[src/design/redmule_pkg.sv]
package redmule_pkg;

  // Width of one matrix element and of every accumulation result
  localparam int unsigned ELEM_W = 16;

  // Width of the column count and the column counters
  localparam int unsigned COUNT_W = 8;

  // Job sequencing states of the scheduler
  typedef enum logic [1:0] {
    SCHED_IDLE,
    SCHED_LOAD_X,
    SCHED_COMPUTE,
    SCHED_DRAIN
  } sched_state_e;

endpackage : redmule_pkg

[src/design/redmule_z_fifo.sv]
`timescale 1ns/10ps

module redmule_z_fifo #(
  parameter int unsigned Width      = 4,
  parameter int unsigned ZFifoDepth = 4
)(
  input  logic                                      clk_i,
  input  logic                                      reset_i,
  input  logic                                      push_i,
  input  logic [Width-1:0][redmule_pkg::ELEM_W-1:0] data_i,
  input  logic                                      ready_i,
  output logic                                      valid_o,
  output logic [Width-1:0][redmule_pkg::ELEM_W-1:0] data_o
);

  localparam int unsigned PtrW = (ZFifoDepth > 1) ? $clog2(ZFifoDepth) : 1;
  localparam int unsigned CntW = $clog2(ZFifoDepth + 1);

  logic [Width-1:0][redmule_pkg::ELEM_W-1:0] mem_q [ZFifoDepth];
  logic [PtrW-1:0]                           wr_ptr_q;
  logic [PtrW-1:0]                           rd_ptr_q;
  logic [CntW-1:0]                           count_q;
  logic                                      pop;

  assign valid_o = (count_q != '0);
  assign data_o  = mem_q[rd_ptr_q];
  assign pop     = valid_o && ready_i;

  always_ff @(posedge clk_i) begin
    if (push_i) begin
      mem_q[wr_ptr_q] <= data_i;
    end
  end

  // Pointers wrap at the last entry, depth need not be a power of two
  always_ff @(posedge clk_i) begin
    if (reset_i) begin
      wr_ptr_q <= '0;
      rd_ptr_q <= '0;
      count_q  <= '0;
    end else begin
      if (push_i) begin
        wr_ptr_q <= (wr_ptr_q == PtrW'(ZFifoDepth - 1)) ? '0 : wr_ptr_q + PtrW'(1);
      end
      if (pop) begin
        rd_ptr_q <= (rd_ptr_q == PtrW'(ZFifoDepth - 1)) ? '0 : rd_ptr_q + PtrW'(1);
      end
      if (push_i && !pop) begin
        count_q <= count_q + CntW'(1);
      end else if (pop && !push_i) begin
        count_q <= count_q - CntW'(1);
      end
    end
  end

endmodule : redmule_z_fifo

[config.mk]
export PLATFORM = sky130hd
export DESIGN_NAME = redmule_z_fifo
export DESIGN_NICKNAME = d
export VERILOG_FILES = /design/src/design/redmule_pkg.sv /design/src/design/redmule_z_fifo.sv
export SDC_FILE = /design/constraint.sdc
export NUM_CORES = 1
export LEC_CHECK = 0
export BUFFER_PORTS_ARGS = -buffer_cell sky130_fd_sc_hd__buf_4
export CORE_ASPECT_RATIO = 0.6
export CORE_MARGIN = 2
export CORE_UTILIZATION = 51
export CTS_CLUSTER_SIZE = 40
export DETAILED_ROUTE_END_ITERATION = 6
export PLACE_DENSITY = 0.8
export SETUP_SLACK_MARGIN = 0.3
export SYNTH_ARGS = -nofsm -noshare
export SYNTH_HDL_FRONTEND = slang
export SYNTH_SLANG_ARGS = --single-unit
[constraint.sdc]
create_clock -name clk_i -period 2.4 [get_ports clk_i]
set_input_delay 0.12 -clock clk_i [delete_from_list [all_inputs] [get_ports clk_i]]
set_output_delay 0.12 -clock clk_i [all_outputs]
set_load 0.005 [all_outputs]
; ---- After elaboration in Yosys (flattened, before gate mapping)
; Memory sizes are Yosys's and may differ from the RTL's. A register that Yosys moved wholly into a read port is not among the register bits.
; Cells that the tools add are included.
[classes]
addsub = 4
eq_ne = 2
n_mux = 8
n_reduce_logical = 7
[op_table]
columns = op, n
row1 = $mux W2, 4
row2 = $mux W3, 2
row3 = $add A2 B1 Y2 const B, 2
row4 = $eq A2 B2 Y1 const B, 2
row5 = $add A3 B1 Y3 const B, 1
row6 = $logic_and A1 B1 Y1, 3
row7 = $reduce_bool A3 Y1, 1
row8 = $sub A3 B1 Y3 const B, 1
row9 = $logic_not A1 Y1, 2
row10 = $mux W1, 2
row11 = $reduce_bool A2 Y1, 1
[word_totals]
wordCells = 25
ram_bits = 256
register_bits = 7
mem_count = 1
[mem_list]
columns = name, words, word_bits, rd, rd_clocked_by_memory_dff, write_ports, line
row1 = mem_q, 4, 64, 1, 1, 1, redmule_z_fifo.sv:19  ; logic [Width-1:0][redmule_pkg::ELEM_W-1:0] mem_q [ZFifoDepth];

; ---- Longest topological paths before layout
; Gate-level depths: netlist of the first run.
[depth]
depth_word = 5
depth_mapped = 7
depth_no_buf = 7

; ---- Least setup slack after synthesis of the first run
; Ideal clock, no wire load.
[synth_timing]
kind = reg2reg
startpoint = reg wr_ptr_q[0]
endpoint = mem mem_q[3][0] in the netlist's numbering (enable)
path_stages_with_launch = 3
period_less_slack_ns = 2.483
t_arrival_ns = 2.054
t_required_ns = 1.972
n_path_buf = 0
setup_slack_ns = -0.083
setup_ns = 0.428
path_cell_list = dfxtp_1 > ha_1 > and2_1
[synth_lines]
columns = item, line
row1 = "start, declared", redmule_z_fifo.sv:20  ; logic [PtrW-1:0] wr_ptr_q;
row2 = "start signal, assigned", redmule_z_fifo.sv:43  ; wr_ptr_q <= (wr_ptr_q == PtrW'(ZFifoDepth - 1)) ? '0 : wr_ptr_q + PtrW'(1);
row3 = "end, declared", redmule_z_fifo.sv:19
; No word-level cell before the write port.

==> metrics.log, run 1 <==
INFO  metric outcome = finished, final reports clean
INFO  metric critPathSlowestCell = sky130_fd_sc_hd__mux4_2
INFO  metric yosysWarningCount = 0
INFO  metric die_area = between 0.02 and 0.025 mm2
INFO  metric drt.antenna.violating_nets = 0
INFO  metric area_share_of_the_largest_cell_type_after_synthesis = between 70 and 80%
INFO  metric number_of_levels_in_the_clock_h_tree = 1
INFO  metric drcViolationCount = 0
INFO  metric final.period_utilization = 85.4%
INFO  metric finalNetCount = ~680
INFO  metric first_global_vias = 4907
INFO  metric ys_ff_latch = 265
INFO  metric synthMostInstantiatedCell = sky130_fd_sc_hd__edfxtp_1
INFO  metric synthesis.area = roughly 0.0098 mm2
INFO  metric drv_slew = 0
INFO  metric power.static_leakage = around 4.3 nW
INFO  metric critPathCaptureType = output port
INFO  metric antenna_violations_before_repair = 0
INFO  metric setup_tns = 0 ns
INFO  metric vdd.ir_drop.worst = 0.736 mV
INFO  metric timing.critical_path.from_type = register
INFO  metric synth-async-reset-ratio = 0%
INFO  metric drt_iter0_drc = between 400 and 500
INFO  metric first_pass_iters = 7
INFO  metric area_growth_syn_to_layout = 27.5%
INFO  metric fill_cells = ~1200
INFO  metric dieWidth = ~180 um
INFO  metric hold_violations = 0
INFO  metric max_slew.worst_pin.slew = roughly 0.58 ns
INFO  metric crit_family = multiplexers
INFO  metric synthFlopType = sky130_fd_sc_hd__edfxtp_1
INFO  metric start_util = between 50 and 60%
INFO  metric classification_of_the_worst_setup_path = register to output port
INFO  metric grt_util_all_layers = 18.2%
INFO  metric die_h = roughly 110 um
INFO  metric cap_viol_max_count = 0
INFO  metric gp_congestion = approximately 0.74
INFO  metric min-delay-path-class = primary input to register
INFO  metric top_level_ports = about 130
INFO  metric arrival_time_of_data_at_the_critical_path_endpoint = 1.93 ns
INFO  metric avgSynthCellArea = 25.9 um2
INFO  metric vias = between 4000 and 5000
INFO  metric cp_cell_sequence = buf_12 -> mux4_2 -> buf_4
INFO  metric power_density = 888 mW/mm2
INFO  metric drt-total-wl = roughly 18000 um
INFO  metric relative_slew_slack = about 62%
INFO  metric tritoncts = yes
INFO  metric seq_area_frac_synth = 80.7%
INFO  metric period_needed = between 2 and 2.5 ns
INFO  metric cpPeakStageDelay = just under 0.6 ns
INFO  metric wl_per_cell = between 20 and 25 um
INFO  metric achievable_clock_frequency = approximately 500 MHz
INFO  metric dp.final_hpwl = between 10000 and 15000 um
INFO  metric floorplan.core_area = around 0.019 mm2
INFO  metric cts.sinks = 265
INFO  metric rsz0062_at_grt = yes
INFO  metric synth.top_cells.by_count = sky130_fd_sc_hd__edfxtp_1 (256), sky130_fd_sc_hd__mux4_2 (60), sky130_fd_sc_hd__dfxtp_1 (9)
INFO  metric cts.root.buffer_cell = sky130_fd_sc_hd__clkbuf_16
INFO  metric insertion_delay = about 0.50 ns
INFO  metric numCtsBuffers = 23
INFO  metric synth_area_leader_cell = sky130_fd_sc_hd__edfxtp_1
INFO  metric antenna-diode-count = 0
INFO  metric ys_top_cells_by_area = sky130_fd_sc_hd__edfxtp_1 (79%), sky130_fd_sc_hd__mux4_2 (14%), sky130_fd_sc_hd__dfxtp_1 (1.8%)
INFO  metric grt_start_max_net_pins = 39
INFO  metric via_per_inst = roughly 5.4
INFO  metric gr-total-overflow = 0
INFO  metric fin_total_pwr = ~11 mW
INFO  metric fraction_of_layout_instances_using_a_drive_strength_above_1 = about two fifths
INFO  metric fin_skew = 0.00499 ns
INFO  metric critical_path.max_fanout = 26
INFO  metric port_buffers = 132
INFO  metric syn_inst = roughly 380
INFO  metric final.hold.worst_slack = 0.366 ns
INFO  metric syn_nets = 452
INFO  metric standard_cell_rows = 39
INFO  metric setup_viol = 0
INFO  metric worstPathRequired = between 2 and 2.5 ns
INFO  metric critical_path_buf_inv_count = 2
INFO  metric synth_enable_flop_cells = around 260
INFO  metric grt_pass1_wl = around 28000 um
INFO  metric worst_setup_hold_path_clk_slew = 0.06 ns
INFO  metric ctsLongestPathBuffers = 3
INFO  metric yosys.cell_types.count = 20
per-layer routing:
layer,vias up,track usage (%),routed length (um),part of all wire [%]
met3,25,3.88,1190,6.5
met5,-,0,0,0
met1,2421,26.7,8270,45
met4,0,3.60,331,1.8
li1,2056,-,-,-
met2,173,28.8,8530,47
per-stage QoR:
| step | setup slack (ns) | util (%) | area [um2] | std cells |
|---|---|---|---|---|
| 2_1_floorplan | 0.425 | - | 9760 | 377 |
| 3_3_place_gp | 0.350 | 58.5 | 11100 | 755 |
| 3_5_place_dp | 0.249 | 58.5 | 11100 | 755 |
| 4_1_cts | 0.295 | 65.6 | 12400 | 860 |
| 5_1_grt | 0.276 | 65.8 | 12400 | 862 |
| 6_report | 0.350 | 65.8 | 12400 | 862 |
layout by cell type, fill, tap and decap left out, drive strengths merged:
| master | synthesis | routed |
|---|---|---|
| a21oi | 2 | 2 |
| fa | 1 | 1 |
| dlygate4sd3 | 0 | 67 |
| o21ai | 1 | 1 |
| and2 | 4 | 4 |
| clkbuf | 1 | 26 |
| dfxtp | 9 | 9 |
| o31ai | 1 | 1 |
| mux4 | 64 | 64 |
| buf | 13 | 147 |
| nor2 | 6 | 6 |
| or3 | 3 | 3 |
| clkinv | 0 | 10 |
| nand2 | 1 | 1 |
| xor2 | 2 | 2 |
| inv | 3 | 4 |
| mux2i | 4 | 4 |
| clkinvlp | 0 | 2 |
| ha | 6 | 6 |
| edfxtp | 256 | 256 |
worst paths after layout:
| path | from | endpoint | slack [ns] | cells past startpoint |
|---|---|---|---|---|
| worst min-delay path | data_i[29] | mem_q[2][29] | 0.37 | 2 |
| worst max register to register | count_q[1] | count_q[2] | 0.39 | 7 |
| worst max-delay path | register | data_o[58] | 0.35 | 3 |
| worst min register to register | rd_ptr_q[0] | register | 0.49 | 2 |
power breakdown:
group	internal (mW)	switching [mW]
clock network	1.75	1.54
registers	5.32	0.104
logic	1.36	0.958
total	8.43	2.60
sequential cells by signal, summed over array words and instances (netlist names), named ones only:
| name | flops |
|---|---|
| mem_q | 256 |
| wr_ptr_q | 2 |
| count_q | 3 |
| rd_ptr_q | 2 |
cell families (layout without fill, tap and decap cells):
| family | after synthesis | in the layout | synth area share, % |
|---|---|---|---|
| mux | 68 | 68 | 15.3 |
| xor+xnor | 2 | 2 | 0.180 |
| buf+inv | 17 | 256 | 1.82 |
| fa+ha+maj | 7 | 7 | 0.975 |
| simple gates | 14 | 14 | 0.718 |
| compound gates | 4 | 4 | 0.282 |
| flops | 265 | 265 | 80.7 |
what timing repair did:
action,in CTS,in global routing
cloned,0,1
endpoints found under the setup margin,2,24
setup buffers,0,1
hold buffers,67,0
resized for setup,3,1
endpoints found under the hold margin,265,0
pin swaps,1,1
worst reg2reg max path, cell delays in order, from the launching register on:
cell	delay, ns
sky130_fd_sc_hd__dfxtp_1	0.38
sky130_fd_sc_hd__o31ai_4	0.25
sky130_fd_sc_hd__ha_2	0.23
sky130_fd_sc_hd__inv_1	0.06
sky130_fd_sc_hd__fa_1	0.38
sky130_fd_sc_hd__xor2_1	0.17
sky130_fd_sc_hd__or3_1	0.31
sky130_fd_sc_hd__a21oi_1	0.16
area by class of cell:
| cell class | instances | area (um2) | area share [%] |
|---|---|---|---|
| tap | 246 | 308 | 2.48 |
| timing repair buffer | 215 | 1860 | 15.0 |
| clock inverter | 13 | 68.8 | 0.554 |
| inverter | 3 | 11.3 | 0.0906 |
| clock buffer | 25 | 583 | 4.69 |
| multi-input combinational | 95 | 1730 | 13.9 |
| sequential | 265 | 7870 | 63.3 |
(Power assumes the default switching activity.)
==> inputs of run 2 (changes only) <==
--- a/config.mk
+++ b/config.mk
@@ -8,10 +8,10 @@
 export BUFFER_PORTS_ARGS = -buffer_cell sky130_fd_sc_hd__buf_4
 export CORE_ASPECT_RATIO = 0.6
 export CORE_MARGIN = 2
-export CORE_UTILIZATION = 51
+export CORE_UTILIZATION = 50
 export CTS_CLUSTER_SIZE = 40
 export DETAILED_ROUTE_END_ITERATION = 6
-export PLACE_DENSITY = 0.8
+export PLACE_DENSITY = 0.79
 export SETUP_SLACK_MARGIN = 0.3
 export SYNTH_ARGS = -nofsm -noshare
 export SYNTH_HDL_FRONTEND = slang
==> metrics.log, run 2 (same netlist as run 1, synthesis figures left out) <==
INFO  metric drv_slew = 0
INFO  metric gp_congestion = approximately 0.75
INFO  metric floorplan.core_area = approximately 0.019 mm2
INFO  metric arrival_time_of_data_at_the_critical_path_endpoint = between 2 and 3 ns
INFO  metric drcViolationCount = 0
INFO  metric finalNetCount = between 600 and 700
INFO  metric setup_tns = 0 ns
INFO  metric die_h = 112 um
INFO  metric antenna_violations_before_repair = 1
INFO  metric grt_util_all_layers = between 15 and 20%
INFO  metric dpl.cell_count = about 770
INFO  metric top_regs = mem_q: 256 flops, count_q: 3 flops
INFO  metric cap_viol_max_count = 0
INFO  metric power.switching_fraction = a little under a quarter
INFO  metric top_level_ports = about 130
INFO  metric min-delay-path-class = primary input to register
INFO  metric max_slew.worst_pin.slew = approximately 0.46 ns
INFO  metric fin_skew = 0.00671 ns
INFO  metric port_buffers = roughly 130
INFO  metric setup_viol = 0
INFO  metric via_per_inst = 5.29
INFO  metric period_needed = roughly 2.1 ns
INFO  metric crit_family = adder cells
INFO  metric seq_area = 0.00788 mm2
INFO  metric critical_path.max_fanout = 4
INFO  metric dp.final_hpwl = 11000 um
INFO  metric drt_iter0_drc = 269
INFO  metric regMostFlops = mem_q
INFO  metric vdd.ir_drop.worst = between 0.5 and 0.6 mV
INFO  metric critical_path_buf_inv_count = 1
INFO  metric mostFrequentLayoutCells = sky130_fd_sc_hd__edfxtp_1 (256), sky130_fd_sc_hd__buf_4 (140), sky130_fd_sc_hd__dlygate4sd3_1 (66)
INFO  metric internal_power = 8.79 mW
INFO  metric area_growth_syn_to_layout = 29.2%
INFO  metric critPathCaptureType = register
INFO  metric power.sequential.fraction = between 40% and 50%
INFO  metric wl_per_cell = about 21 um
INFO  metric grt_start_max_net_pins = 44
INFO  metric cp_cell_sequence = o31ai_4 -> ha_2 -> inv_1 -> fa_1 -> xor2_1 -> or3_4 -> a21oi_2
INFO  metric rsz0062_at_grt = yes
INFO  metric drt.antenna.violating_nets = 0
INFO  metric critPathSlowestCell = sky130_fd_sc_hd__fa_1
INFO  metric pwr-share-comb = between 20% and 30%
INFO  metric achievable_clock_frequency = 483 MHz
INFO  metric worst_setup_hold_path_clk_slew = roughly 0.06 ns
INFO  metric first_pass_iters = 6
INFO  metric final.period_utilization = ~86%
INFO  metric stdcell_area = roughly 0.013 mm2
INFO  metric cts.root.buffer_cell = sky130_fd_sc_hd__clkbuf_16
INFO  metric gr-total-overflow = 0
INFO  metric numCtsBuffers = 24
INFO  metric cts.sinks = 265
INFO  metric timing.critical_path.from_type = register
INFO  metric hold_violations = 0
INFO  metric die_area = a little over 0.02 mm2
INFO  metric final.setup.worst_slack = about 0.33 ns
INFO  metric number_of_levels_in_the_clock_h_tree = 1
INFO  metric placed_area = about 0.011 mm2
INFO  metric ctsLongestPathBuffers = 3
INFO  metric insertion_delay = between 0.5 and 0.6 ns
INFO  metric worstPathRequired = around 2.8 ns
INFO  metric power.static_leakage = approximately 4.3 nW
INFO  metric classification_of_the_worst_setup_path = register to register
INFO  metric outcome = finished, final reports clean
INFO  metric tritoncts = yes
INFO  metric start_util = around half
INFO  metric power_density = approximately 900 mW/mm2
INFO  metric fin_util = around 66%
INFO  metric largest_reg_flops = about 260
INFO  metric relative_slew_slack = a little over two thirds
INFO  metric standard_cell_rows = 39
INFO  metric multi_input_logic_area = ~0.0017 mm2
INFO  metric fraction_of_layout_instances_using_a_drive_strength_above_1 = roughly two fifths
INFO  metric place_ws = between 0.1 and 0.15 ns
INFO  metric grt_pass1_wl = roughly 28000 um
INFO  metric fill_cells = roughly 1200
INFO  metric p_switching = 2.64 mW
INFO  metric vias = about 4700
INFO  metric dieWidth = ~180 um
INFO  metric clockPowerShare = a little under a third
INFO  metric first_global_vias = just over 5000
INFO  metric drt-total-wl = around 19000 um
INFO  metric cpPeakStageDelay = between 0.3 and 0.4 ns
INFO  metric layout_commonest_cell = sky130_fd_sc_hd__edfxtp_1
INFO  metric final_cells = just under 900
## run 2: cell count changes in the layout (fill, tap and decap cells not counted), sizes merged
cell,before,now
bufinv,0,1
inv,4,3
diode,0,1
dlygate4sd3,67,66
clkbuf,26,33
clkinvlp,2,0
buf,147,149
## run 2: worst register-to-register path, delay by kind of cell, from the launching register on
family          cells  cell delay (ns)
compound gates      2             0.44
xor+xnor            1             0.21
simple gates        1             0.36
fa+ha+maj           2             0.60
buf+inv             1             0.05
flops               1             0.35
## run 2: worst paths after layout
path / from / to / slack, ns / cells past startpoint
hold / removal: ready_i / register / 0.09 / 5
hold reg to reg: rd_ptr_q[0] / register / 0.50 / 2
setup / recovery: count_q[1] / count_q[2] / 0.33 / 7
setup reg to reg: count_q[1] / count_q[2] / 0.33 / 7
## run 2: layout make-up
| cell class | instances | area share (%) |
|---|---|---|
| sequential | 265 | 62.5 |
| tap | 266 | 2.64 |
| antenna | 1 | 0.0199 |
| clock inverter | 11 | 0.616 |
| clock buffer | 33 | 5.36 |
| timing repair buffer | 215 | 14.9 |
| multi-input combinational | 95 | 13.8 |
| inverter | 3 | 0.0894 |
## run 2: metal layers
metal | routed length (um) | vias up | global-route usage, %
met4 | 326 | 0 | 3.41
li1 | - | 2066 | -
met2 | 9090 | 187 | 30.3
met1 | 8050 | 2419 | 25.1
met5 | 0 | - | 0
met3 | 1370 | 29 | 5.22
## run 2: repair_timing
item / CTS / global route
resized for setup: 3 / 5
pin swaps: 1 / 2
endpoints found under the hold margin: 265 / 0
buffers inserted: 4 / 1
hold buffers: 66 / 0
setup endpoints to repair: 55 / 5
## run 2: stage by stage
step,hold slack (ns),power [mW]
2_1_floorplan,0.189,6.81
3_3_place_gp,0.317,7.65
3_5_place_dp,0.323,7.73
4_1_cts,0.0755,11.5
5_1_grt,0.112,11.9
6_report,0.0919,11.4
## run 2: power groups by stage
stage	Clock, mW	Combinational (mW)	Sequential [mW]
3_3_place_gp	0	2.10	5.55
3_5_place_dp	0	2.15	5.58
5_1_grt	3.87	2.52	5.47
2_1_floorplan	0	1.33	5.47
4_1_cts	3.71	2.35	5.45
6_report	3.64	2.34	5.45
==> inputs of run 3 (changes only) <==
--- a/config.mk
+++ b/config.mk
@@ -11,7 +11,7 @@
 export CORE_UTILIZATION = 50
 export CTS_CLUSTER_SIZE = 40
 export DETAILED_ROUTE_END_ITERATION = 6
-export PLACE_DENSITY = 0.79
+export PLACE_DENSITY = 0.74
 export SETUP_SLACK_MARGIN = 0.3
 export SYNTH_ARGS = -nofsm -noshare
 export SYNTH_HDL_FRONTEND = slang
==> metrics.log, run 3 (same netlist as run 1, synthesis figures left out) <==
INFO  metric outcome = finished, final reports clean
INFO  metric number_of_levels_in_the_clock_h_tree = 1
INFO  metric critical_path.max_fanout = 4
INFO  metric antenna-diode-count = 0
INFO  metric placed_area = between 0.01 and 0.015 mm2
INFO  metric fin_util = 66.2%
INFO  metric first_pass_iters = 4
INFO  metric gp_congestion = between 0.7 and 0.8
INFO  metric drt.antenna.violating_nets = 0
INFO  metric drt-total-wl = between 15000 and 20000 um
INFO  metric hold_violations = 0
INFO  metric antenna_violations_before_repair = 0
INFO  metric fin_total_pwr = 11.4 mW
INFO  metric max_slew.worst_pin.slew = 0.491 ns
INFO  metric drt_iter0_drc = about 410
INFO  metric grt_pass1_wl = around 28000 um
INFO  metric rsz0062_at_grt = yes
INFO  metric cap_viol_max_count = 0
INFO  metric first_global_vias = about 5000
INFO  metric die_h = 112 um
INFO  metric final.hold.worst_slack = between 0.08 and 0.09 ns
INFO  metric final.setup.worst_slack = 0.356 ns
INFO  metric vias = about 4600
INFO  metric final_cells = 891
INFO  metric min-delay-path-class = primary input to register
INFO  metric setup_tns = 0 ns
INFO  metric dieWidth = 184 um
INFO  metric stdcell_area = 0.0126 mm2
INFO  metric gr-total-overflow = 0
INFO  metric top_level_ports = about 130
INFO  metric port_buffers = between 100 and 150
INFO  metric critPathCaptureType = output port
INFO  metric r2r-start = count_q[1]
INFO  metric mostFrequentLayoutCells = sky130_fd_sc_hd__edfxtp_1 (256), sky130_fd_sc_hd__buf_4 (142), sky130_fd_sc_hd__dlygate4sd3_1 (66)
INFO  metric die_area = slightly above 0.02 mm2
INFO  metric cp-endpoint = data_o[60]
INFO  metric largest_reg_flops = ~260
INFO  metric dpl.cell_count = ~780
INFO  metric regMostFlops = mem_q
INFO  metric final.period_utilization = between 80% and 90%
INFO  metric arrival_time_of_data_at_the_critical_path_endpoint = approximately 1.9 ns
INFO  metric numCtsBuffers = 24
INFO  metric power_density = between 900 and 1000 mW/mm2
INFO  metric achievable_clock_frequency = around 490 MHz
INFO  metric fraction_of_layout_instances_using_a_drive_strength_above_1 = a little over two fifths
INFO  metric cts.root.buffer_cell = sky130_fd_sc_hd__clkbuf_16
INFO  metric r2r_slack = about 0.4 ns
INFO  metric drcViolationCount = 0
INFO  metric ctsLongestPathBuffers = 3
INFO  metric via_per_inst = approximately 5.2
INFO  metric wl_per_cell = 20.1 um
INFO  metric classification_of_the_worst_setup_path = register to output port
INFO  metric drv_slew = 0
INFO  metric power.static_leakage = between 4 and 5 nW
INFO  metric standard_cell_rows = 39
INFO  metric tritoncts = yes
INFO  metric grt_util_all_layers = ~18%
INFO  metric insertion_delay = 0.50 ns
INFO  metric start_util = around 51%
INFO  metric timing.critical_path.from_type = register
INFO  metric layout_commonest_cell = sky130_fd_sc_hd__edfxtp_1
INFO  metric rr_endpoint = count_q[2]
INFO  metric fin_skew = around 0.006 ns
INFO  metric worst_setup_hold_path_clk_slew = around 0.060 ns
INFO  metric grt_start_max_net_pins = 32
INFO  metric floorplan.core_area = roughly 0.019 mm2
INFO  metric worstPathRequired = 2.28 ns
INFO  metric setup_viol = 0
INFO  metric reg2regPathDepth = 7
INFO  metric area_growth_syn_to_layout = 29.5%
INFO  metric vdd.ir_drop.worst = about 0.58 mV
INFO  metric finalNetCount = 683
INFO  metric relative_slew_slack = around 67%
INFO  metric period_needed = between 2 and 2.5 ns
INFO  metric cts.sinks = between 200 and 300
INFO  metric dp.final_hpwl = roughly 11000 um
INFO  metric top_regs = mem_q: 256 flops, count_q: 3 flops
INFO  metric place_ws = between 0.15 and 0.2 ns
run 3: cell count changes in the layout (fill, tap and decap cells not counted), sizes merged:
cell      delta
buf          +3
clkbuf       -7
clkinv       +4
clkinvlp     +2
diode        -1
inv          +1
run 3: area by class of cell:
class,instances,area [um2]
Clock buffer,25,626
Clock inverter,18,121
Fill cell,1208,6450
Inverter,3,11.3
Multi-Input combinational cell,95,1730
Sequential cell,265,7880
Tap cell,266,333
Timing Repair Buffer,219,1930
run 3: timing repair:
action                     4_1_cts  5_1_grt
setup endpoints to repair       51       22
resized for setup                2        5
buffers inserted                 5        2
hold endpoints to repair       265        0
pin swaps                        1        2
hold buffers                    66        0
run 3: worst min path at each step:
stage                           from           end  slack (ns)  cells after the start
after global placement    data_i[60]  mem_q[2][60]        0.32                      1
after detailed placement  data_i[42]  mem_q[2][42]        0.32                      1
after floorplan              reset_i    count_q[2]        0.19                      1
final                        ready_i      register        0.09                      5
after global routing         ready_i      register        0.11                      5
after CTS                    ready_i      register        0.05                      5
run 3: where the power goes:
| group | internal, mW | switching, mW | leakage, nW |
|---|---|---|---|
| registers | 5.32 | 0.108 | 2.43 |
| logic | 1.43 | 0.965 | 1.54 |
| clock network | 2.01 | 1.59 | 0.374 |
run 3: metal layers:
metal  track usage, %  part of all wire (%)
met5                0                     0
met1             24.3                    42
met3             5.48                   8.5
met4             3.20                   1.5
met2             29.3                    48
run 3: critical path: stages, from the launching register on:
cell and delay, ns:
sky130_fd_sc_hd__dfxtp_4 0.36, sky130_fd_sc_hd__clkbuf_4 0.19, sky130_fd_sc_hd__buf_4 0.15, sky130_fd_sc_hd__mux4_1 0.56, sky130_fd_sc_hd__buf_4 0.16
